--- src/logic/dmdPkg.sv ---
package dmdPkg;

	// One stored dot, RGB332
	typedef logic [7:0] dotByte;

	// One LCD colour channel
	typedef logic [5:0] chan6;

	// One 7-bit LVDS lane word
	typedef logic [6:0] lvdsWord;

	// Horizontal and vertical raster counters
	typedef logic [15:0] lineCount;

	// Value of one setting register
	typedef logic [15:0] settingWord;

	// Routing of an assembled serial byte, decoded from dotReg
	typedef enum logic {
		dotToPixel   = 1'b0,
		dotToSetting = 1'b1
	} dotTarget;

	// Setting register slots, in the order the pairs arrive
	typedef enum logic [1:0] {
		setStartLine  = 2'd0,
		setDotRows    = 2'd1,
		setBrightness = 2'd2
	} settingIndex;

	// Order of the two frame memory reads in each slot
	typedef enum logic [1:0] {
		fetchIdle = 2'd0,
		fetchEven = 2'd1,
		fetchOdd  = 2'd2
	} fetchState;

	// Pattern driven on both LVDS clock pairs
	localparam lvdsWord ClockPattern = 7'b1100011;

endpackage

--- src/logic/dotReceiver.sv ---
`timescale 1ns/100ps

module dotReceiver
	import dmdPkg::*;
#(
	parameter int DotCols = 128,
	parameter int MaxDotRows = 64,
	parameter int PwmTop = 250,
	localparam int BankDepth = DotCols * MaxDotRows,
	localparam int AddrWidth = $clog2(2 * BankDepth)
)
(
	input  logic clock,
	input  logic reset,
	input  logic dotClock,
	input  logic dotData,
	input  logic dotLatch,
	input  logic dotReg,
	output logic writeEnable,
	output logic [AddrWidth-1:0] writeAddress,
	output dotByte writeData,
	output logic displayBank,
	output settingWord startLine,
	output settingWord dotRows,
	output settingWord brightness
);

	localparam logic [AddrWidth-1:0] BankOffset = AddrWidth'(BankDepth);

	logic clockQ;
	logic clockPrev;
	logic dataQ;
	logic latchQ;
	logic latchPrev;
	logic regQ;
	logic clockRise;
	logic latchRise;
	logic byteDone;
	logic pixelStore;
	logic highStore;
	logic settingStore;
	logic lowPending;	// High byte of a setting pair already held
	logic [2:0] bitCount;
	logic [6:0] shiftBits;
	logic [AddrWidth-1:0] byteIndex;
	settingIndex settingPtr;
	dotByte highByte;
	dotByte newByte;

	// Serial inputs are plain data on this clock
	always_ff @(posedge clock)
	begin
		if (reset)
		begin
			clockQ <= 1'b0;
			clockPrev <= 1'b0;
			dataQ <= 1'b0;
			latchQ <= 1'b0;
			latchPrev <= 1'b0;
			regQ <= 1'b0;
		end
		else
		begin
			clockQ <= dotClock;
			clockPrev <= clockQ;
			dataQ <= dotData;
			latchQ <= dotLatch;
			latchPrev <= latchQ;
			regQ <= dotReg;
		end
	end

	assign clockRise = clockQ && !clockPrev;
	assign latchRise = latchQ && !latchPrev;
	assign byteDone = clockRise && !latchQ && (bitCount == 3'd7);
	assign newByte = {shiftBits, dataQ};	// MSB first
	assign pixelStore = byteDone && (dotTarget'(regQ) == dotToPixel);
	assign highStore = byteDone && (dotTarget'(regQ) == dotToSetting) && !lowPending;
	assign settingStore = byteDone && (dotTarget'(regQ) == dotToSetting) && lowPending;

	always_ff @(posedge clock)
	begin
		if (reset)
		begin
			bitCount <= '0;
			byteIndex <= '0;
			settingPtr <= setStartLine;
			lowPending <= 1'b0;
			displayBank <= 1'b0;
			writeEnable <= 1'b0;
			startLine <= '0;
			dotRows <= settingWord'(MaxDotRows);
			brightness <= settingWord'(PwmTop / 2);
		end
		else
		begin
			writeEnable <= 1'b0;
			if (latchQ)
			begin
				bitCount <= '0;
				byteIndex <= '0;
				settingPtr <= setStartLine;
				lowPending <= 1'b0;
				if (latchRise)
					displayBank <= !displayBank;	// Filled bank goes on screen
			end
			else if (clockRise)
				bitCount <= bitCount + 3'd1;

			// Writes past the end of the bank are dropped
			if (pixelStore && (byteIndex < BankOffset))
			begin
				writeEnable <= 1'b1;
				byteIndex <= byteIndex + 1'b1;
			end

			if (highStore)
				lowPending <= 1'b1;

			if (settingStore)
			begin
				case (settingPtr)
					setStartLine: startLine <= {highByte, newByte};
					setDotRows: dotRows <= {highByte, newByte};
					setBrightness: brightness <= {highByte, newByte};
					default: ;
				endcase
				settingPtr <= settingIndex'(settingPtr + 2'd1);
				lowPending <= 1'b0;
			end
		end
	end

	always_ff @(posedge clock)
	begin
		if (clockRise && !latchQ)
			shiftBits <= {shiftBits[5:0], dataQ};
		if (highStore)
			highByte <= newByte;
		if (pixelStore)
		begin
			writeAddress <= (displayBank ? '0 : BankOffset) + byteIndex;	// Hidden bank
			writeData <= newByte;
		end
	end

	// The host sends at most three setting pairs per latch
	settingInRange: assert property (@(posedge clock) disable iff (reset)
		settingStore |-> (settingPtr <= setBrightness));

endmodule

--- config.mk ---
export PLATFORM = sky130hd
export DESIGN_NAME = dotReceiver
export DESIGN_NICKNAME = d
export VERILOG_FILES = /design/src/logic/dmdPkg.sv /design/src/logic/dotReceiver.sv
export SDC_FILE = /design/constraint.sdc
export NUM_CORES = 1
export LEC_CHECK = 0
export ABC_AREA = 1
export BUFFER_PORTS_ARGS = -buffer_cell sky130_fd_sc_hd__buf_2
export CORE_MARGIN = 1.5
export CORE_UTILIZATION = 56
export CTS_CLUSTER_SIZE = 28
export DETAILED_ROUTE_END_ITERATION = 8
export PLACE_DENSITY = 0.78
export SYNTH_ARGS = -nofsm -noshare
export SYNTH_HDL_FRONTEND = slang
export SYNTH_SLANG_ARGS = --single-unit
export TNS_END_PERCENT = 50
--- constraint.sdc ---
create_clock -name clock -period 2 [get_ports clock]
set_input_delay 0.1 -clock clock [delete_from_list [all_inputs] [get_ports clock]]
set_output_delay 0.1 -clock clock [all_outputs]
set_load 0.05 [all_outputs]
==> results of run 1 <==
-- layout by cell type (no fill, tap or decap), drive strengths merged --
master,count
nand2,132
inv,131
buf,89
dfxtp,76
nor2,76
nand4,45
edfxtp,37
nand3,37
clkbuf,22
a21oi,14
dlygate4sd3,9
o21ai,8
ha,6
clkinv,4
clkinvlp,4
nor3,2
xnor2,1
a211oi,1
a21boi,1
o21bai,1
xor2,1
bufinv,1
-- power by group through the flow --
stage	logic (mW)	registers (mW)	clock network, mW
4_1_cts	0.118	2.39	2.73
5_1_grt	0.134	2.39	2.84
3_5_place_dp	0.103	2.44	0
2_1_floorplan	0.0696	2.44	0
6_report	0.119	2.39	2.71
3_3_place_gp	0.101	2.44	0
-- logic make-up (layout without fill, tap and decap cells) --
logic type	after synthesis	in the layout	share of synthesized area, %
simple gates	292	292	27.8
buf+inv	156	260	12.8
flops	113	113	54.7
compound gates	25	25	2.75
fa+ha+maj	6	6	1.56
xor+xnor	2	2	0.364
-- sequential cells by signal (all words and copies together), names as in the netlist, 2 cells and up --
name          flops
brightness       16
dotRows          16
startLine        16
byteIndex        14
writeAddress     14
highByte          8
writeData         8
shiftBits         7
bitCount          3
settingPtr        2
-- worst max path at each step --
stage	cells past startpoint	endpoint	start
after floorplan	4	writeAddress[0]$_DFFE_PP_	bitCount[0]$_SDFFE_PP0N_
after global placement	7	brightness[5]$_SDFFE_PP1P_	bitCount[0]$_SDFFE_PP0N_
after detailed placement	7	brightness[6]$_SDFFE_PP1P_	bitCount[0]$_SDFFE_PP0N_
after CTS	7	brightness[0]$_SDFFE_PP1P_	bitCount[0]$_SDFFE_PP0N_
after global routing	7	brightness[0]$_SDFFE_PP1P_	bitCount[0]$_SDFFE_PP0N_
final	7	brightness[0]$_SDFFE_PP1P_	bitCount[0]$_SDFFE_PP0N_
-- tightest hold or removal path, stage by stage, from the launching register on --
cell	delay [ns]
dfxtp_1	0.32
inv_1	0.07
a21oi_1	0.05
-- what timing repair did --
action / 4_1_cts / 5_1_grt
hold buffers: 9 / 0
endpoints found under the hold margin: 6 / 0
setup endpoints to repair: 0 / 0
-- stage by stage --
stage               util, %  power (mW)  instances  hold WS (ns)  setup slack [ns]
CTS                    72.0        5.24        803         0.485             0.158
finish                 72.0        5.22        803         0.487             0.172
floorplan                 -        2.51        594         0.207             0.319
global route           72.0        5.37        803         0.507            0.0352
detailed placement     64.4        2.54        762         0.307             0.215
global placement       64.4        2.54        762         0.300             0.305
-- layout make-up --
type / count / area, um2 / share of cell area, %
Inverter: 130 / 488 / 8.21
Clock inverter: 10 / 86.3 / 1.45
Clock buffer: 22 / 453 / 7.62
Sequential cell: 113 / 2630 / 44.3
Tap cell: 105 / 131 / 2.21
Multi-Input combinational cell: 325 / 1570 / 26.3
Timing Repair Buffer: 98 / 591 / 9.93
-- routing by layer --
| metal | track usage, % | up-vias | routed length (um) |
|---|---|---|---|
| li1 | - | 2030 | - |
| met1 | 29.8 | 1844 | 4470 |
| met2 | 41.5 | 136 | 5370 |
| met3 | 6.08 | 16 | 533 |
| met4 | 10.7 | 0 | 142 |
| met5 | 0 | - | 0 |
==> qor.yml, run 1 <==
start_util_pct: 58.3
synthTopCellsByCount: "132 x nand2_1, 128 x inv_1, 76 x dfxtp_1"
ys_warn_count: 0
overflow: 0
io_pins: 78
clock_skew_ns: 0.00874
drv_cap: 0
fp.coreArea_um2: 8260
status: "completed"
synth_fp_nets: 606
regToRegEndpoint: "brightness[0]$_SDFFE_PP1P_"
hold_path.class: "reg2reg"
grt_pass1_wl_um: 17100
worstHoldEndpoint: "bitCount[0]$_SDFFE_PP0N_"
p_comb_share_pct: 2.3
synth_edf_count: 37
yosysSeqAreaShare_pct: 54.7
critPathMaxFanout: 16
worstSetupPathType: "reg2reg"
dieArea_um2: 9170
startpoint_type: "register"
via_count: 4026
setup_viol_count_final: 0
grt_max_degree: 40
layout.nets: 697
post_cts_resize_count: 0
slowest_stage: "dfxtp_1"
tns_ns: 0
worst_slew_pin_slew_ns: 0.656
pwr-share-clk_pct: 51.9
wl_um: 10500
rr_startpoint: "bitCount[0]$_SDFFE_PP0N_"
synth_most_common_cell: "nand2_1"
die_w_um: 95.7
report.final.slew_viol_count: 0
fin_crit_sh_pct: 91.4
syn_inst: 594
crit_chain: "ha_1 -> ha_1 -> nand3_2 -> nor2_8 -> nand3_4 -> nand2_1 -> nand3_1"
initialDrtViolationCount: 324
yosys_register_bits: 113
cts-root-buf: "clkbuf_8"
fin_area_um2: 5950
synth_top_cell_area_share_pct: 31.6
synthDistinctLibCells: 29
grtUsageTotal_pct: 24.6
cp_common_cell: "ha_1"
dpl_cell_area_um2: 5320
reg2reg_slack_ns: 0.17
arrival_ns: 2.19
syn_to_final_growth_pct: 23.5
cp-end-kind: "register"
nFillCells: 601
cts_sinks: 113
cts_made_buffers: 17
clk_pin_slew_ns: 0.06
leakagePower_nw: 2.77
synthArstFlopShare_pct: 0
synth_area_um2: 4820
hpwl_um: 6920
wl_per_cell_um: 13.1
timing.slew.headroom_pct: 56.2
p_sw_share_pct: 21.1
clkLatencyLatePin_ns: 0.51
rr_worst_depth: 7
viasPerCell: 5.01
cts_htree_levels: 4
synth-main-ff-cell: "dfxtp_1"
rsz0062_at_grt: "false"
diodes: 0
hold_violations: 0
syn_avg_cell_area_um2: 8.11
worstPathRequired_ns: 2.36
peakVddDrop_v: 0.000724
drt_first_pass_iters: 5
drc: 0
max_freq_ghz: 0.547
die_h_um: 95.7
layout_min_cycle_time_ns: 1.83
synthTopCellsByArea: "dfxtp_1 32%, edfxtp_1 23%, nand2_1 10%, inv_1 10%, nand4_1 5.7%"
power_density_nw_per_um2: 878
grt_pass1_vias: 3700
min_path_cells: 2
io_buffers: 77
rows: 33
hold_start: "bitCount[0]$_SDFFE_PP0N_"
crit_path_max_incr_delay_ns: 0.34
postRouteAntennaNets: 0
path_delay_family: "simple AND/OR/NAND/NOR gates"
internal-power_mw: 4.12
globalplace.congestion: 0.857
cts_tree: "built"
switchingPower_mw: 1.10
max-clock-path-buffers: 2
seqPwrFrac_pct: 45.9
cp_num_buf_inv: 0
drive_above_1_share_pct: 18.8
yosys.area.top_type: "dfxtp_1"
cts_setup_buffers: 0
antenna_found_initial: 0
No activity file was read; power rests on OpenSTA's default activity.
==> run 2: changes to the inputs <==
--- a/config.mk
+++ b/config.mk
@@ -7,11 +7,11 @@
 export LEC_CHECK = 0
 export ABC_AREA = 1
 export BUFFER_PORTS_ARGS = -buffer_cell sky130_fd_sc_hd__buf_2
-export CORE_MARGIN = 1.5
-export CORE_UTILIZATION = 56
+export CAP_MARGIN = 25
+export CORE_UTILIZATION = 40
 export CTS_CLUSTER_SIZE = 28
 export DETAILED_ROUTE_END_ITERATION = 8
-export PLACE_DENSITY = 0.78
+export PLACE_DENSITY = 0.59
 export SYNTH_ARGS = -nofsm -noshare
 export SYNTH_HDL_FRONTEND = slang
 export SYNTH_SLANG_ARGS = --single-unit
==> run 2 against run 1 <==
The flow now finishes with violations (design-rule violations); utilization is 20 points lower; sequential power about the same; non-clock buffer count is 3 lower; design area rose by 0.63%; flip-flop and latch count unchanged; largest cell class unchanged.
==> qor.yml, run 2 (synthesis results as in run 1) <==
max-clock-path-buffers: 2  # unchanged
postRouteAntennaNets: 0  # unchanged
io_pins: 78  # unchanged
wl_um: 10700  # +1.9%
cts_sinks: 113  # unchanged
report.final.slew_viol_count: 0  # unchanged
fin_crit_sh_pct: 89.7  # -1.7 points
rr_startpoint: "bitCount[0]$_SDFFE_PP0N_"
status: "finished with violations"
worst_slew_pin_slew_ns: 0.767  # +0.110 ns
worstSetupPathType: "reg2reg"
rr_worst_depth: 8  # +1
crit_path_max_incr_delay_ns: 0.33  # about the same
layout_commonest_cell: "nand2_1"
routed.top_layer: "met4"
clkLatencyLatePin_ns: 0.41  # -0.10 ns
wl_per_cell_um: 12.8  # -2.4%
clock_skew_ns: 0.00655  # -0.00219 ns
diodes: 0  # unchanged
cts-root-buf: "clkbuf_16"
cts_htree_levels: 4  # unchanged
leakagePower_nw: 2.76  # -0.49%
cp-end-kind: "register"
overflow: 0  # unchanged
reg.largest.list: "brightness: 16 flops, dotRows: 16 flops, startLine: 16 flops"
io_buffers: 77  # unchanged
antenna_found_initial: 0  # unchanged
hold_violations: 0  # unchanged
p_sw_share_pct: 20.8  # -0.27 points
grtUsageTotal_pct: 18.2  # -6.4 points
crit_chain: "ha_1 -> ha_1 -> nand3_2 -> nor2_8 -> nand3_4 -> nand2_1 -> inv_1 -> nor2_1"
die_h_um: 112  # +17%
start_util_pct: 41.6  # -17 points
critPathMaxFanout: 16  # unchanged
startpoint_type: "register"
layout_min_cycle_time_ns: 1.79  # -0.0337 ns
cts_made_buffers: 17  # unchanged
via_count: 3924  # -2.5%
drive_above_1_share_pct: 18.8  # +0.054 points
arrival_ns: 2.14  # -0.05 ns
drt-met1-wl_um: 4830  # +8.1%
cp_common_cell: "ha_1"
hold_path.class: "in2reg"
hpwl_um: 7300  # +5.6%
seqPwrFrac_pct: 45.0  # -0.9 points
worstPathRequired_ns: 2.34  # -0.02 ns
power_density_nw_per_um2: 890  # +1.4%
layout_common_cells: "132 x nand2_1, 128 x inv_1, 77 x buf_2, 76 x dfxtp_1, 70 x nor2_1"
grt_pass1_vias: 3695  # -0.14%
dieArea_um2: 12500  # +36%
fp.coreArea_um2: 11600  # +40%
startpoint: "bitCount[0]$_SDFFE_PP0N_"
setup_viol_count_final: 0  # unchanged
routed-wl-met3_um: 707  # +33%
tns_ns: 0  # unchanged
drv_cap: 0  # unchanged
clk_pin_slew_ns: 0.05  # about the same
worstSetupEndpoint: "startLine[12]$_SDFFE_PP0P_"
reg2reg_slack_ns: 0.21  # +0.03 ns
switchingPower_mw: 1.11  # +0.71%
grt_max_degree: 49  # +23%
slowest_stage: "dfxtp_1"
grt_pass1_wl_um: 17500  # +2.8%
syn_to_final_growth_pct: 24.3
nFillCells: 1094  # +82%
viasPerCell: 4.68  # -6.7%
rows: 39  # +18%
violations: "design-rule violations"
post_cts_resize_count: 0  # unchanged
drt_first_pass_iters: 6  # +1
pwr-share-clk_pct: 52.9  # +1.0 points
peakVddDrop_v: 0.000440  # -39%
layout.nets: 695  # -0.29%
finalPower_mw: 5.32  # +2.0%
max_freq_ghz: 0.557  # +1.9%
rsz0062_at_grt: "false"
globalplace.congestion: 0.804  # -6.1%
timing.slew.headroom_pct: 48.9  # -7.3 points
die_w_um: 112  # +17%
p_comb_share_pct: 2.1  # -0.2 points
route.met2.wl_um: 4940  # -7.9%
internal-power_mw: 4.22  # +2.3%
drc: 7  # +7
regToRegEndpoint: "startLine[12]$_SDFFE_PP0P_"
initialDrtViolationCount: 244  # -25%
cts_tree: "built"
final_core_util_pct: 51.7  # -20 points
run 2: cell types whose count changed in the layout (fill, tap and decap cells not counted):
| cell | change |
|---|---|
| dlygate4sd3_1 | -5 |
| clkbuf_8 | -3 |
| inv_4 | -1 |
| bufinv_16 | +1 |
| nor2_4 | +1 |
| clkinv_2 | -1 |
| clkbuf_1 | -1 |
| clkinv_1 | +4 |
| clkbuf_16 | +1 |
| buf_4 | +2 |
run 2: through the flow:
stage / instance area (um2) / instances / setup WS, ns / hold slack [ns]
global route: 5980 / 839 / 0.0353 / 0.0864
detailed placement: 5370 / 801 / 0.172 / 0.309
finish: 5980 / 839 / 0.206 / 0.0821
global placement: 5370 / 801 / 0.258 / 0.300
floorplan: 4820 / 594 / 0.319 / 0.207
CTS: 5970 / 837 / 0.151 / 0.0695
run 2: cell type report:
class                      count  area (um2)  area share (%)
clock buffer                  19         433            7.23
clock inverter                13         120            2.01
inverter                     130         488            8.15
multi-input combinational    326        1580            26.3
sequential                   113        2630            44.0
tap                          143         179            2.99
timing repair buffer          95         556            9.28
run 2: critical path: cells and delay by family (launching register included):
family                     cells  cell delay [ns]
DFF                            1             0.33
and+or+nand+nor                5             0.93
buffers and inverters          1             0.04
adders and majority gates      2             0.41
run 2: metal layers:
metal	GRT usage, %	up-vias
met3	5.66	17
met1	22.8	1767
met4	8.83	0
li1	-	2032
met5	0	-
met2	28.7	108
run 2: worst min-delay path by stage:
stage,start,slack [ns],end,depth (start not counted)
2_1_floorplan,dotClock,0.21,clockQ$_SDFF_PP0_,2
3_3_place_gp,dotReg,0.30,regQ$_SDFF_PP0_,3
3_5_place_dp,dotLatch,0.31,latchQ$_SDFF_PP0_,3
4_1_cts,reset,0.07,latchQ$_SDFF_PP0_,2
5_1_grt,reset,0.09,clockQ$_SDFF_PP0_,2
6_report,reset,0.08,latchQ$_SDFF_PP0_,2
run 2: what timing repair did:
item,in CTS,in global routing
setup endpoints to repair,0,7
setup buffers,0,1
hold endpoints to repair,4,0
hold buffers,4,0
run 2: power groups by stage:
stage / registers [mW] / logic (mW) / clock network (mW)
after floorplan: 2.44 / 0.0696 / 0
after global placement: 2.44 / 0.103 / 0
after detailed placement: 2.44 / 0.106 / 0
after CTS: 2.39 / 0.112 / 2.87
after global routing: 2.40 / 0.126 / 3.00
final: 2.40 / 0.111 / 2.82
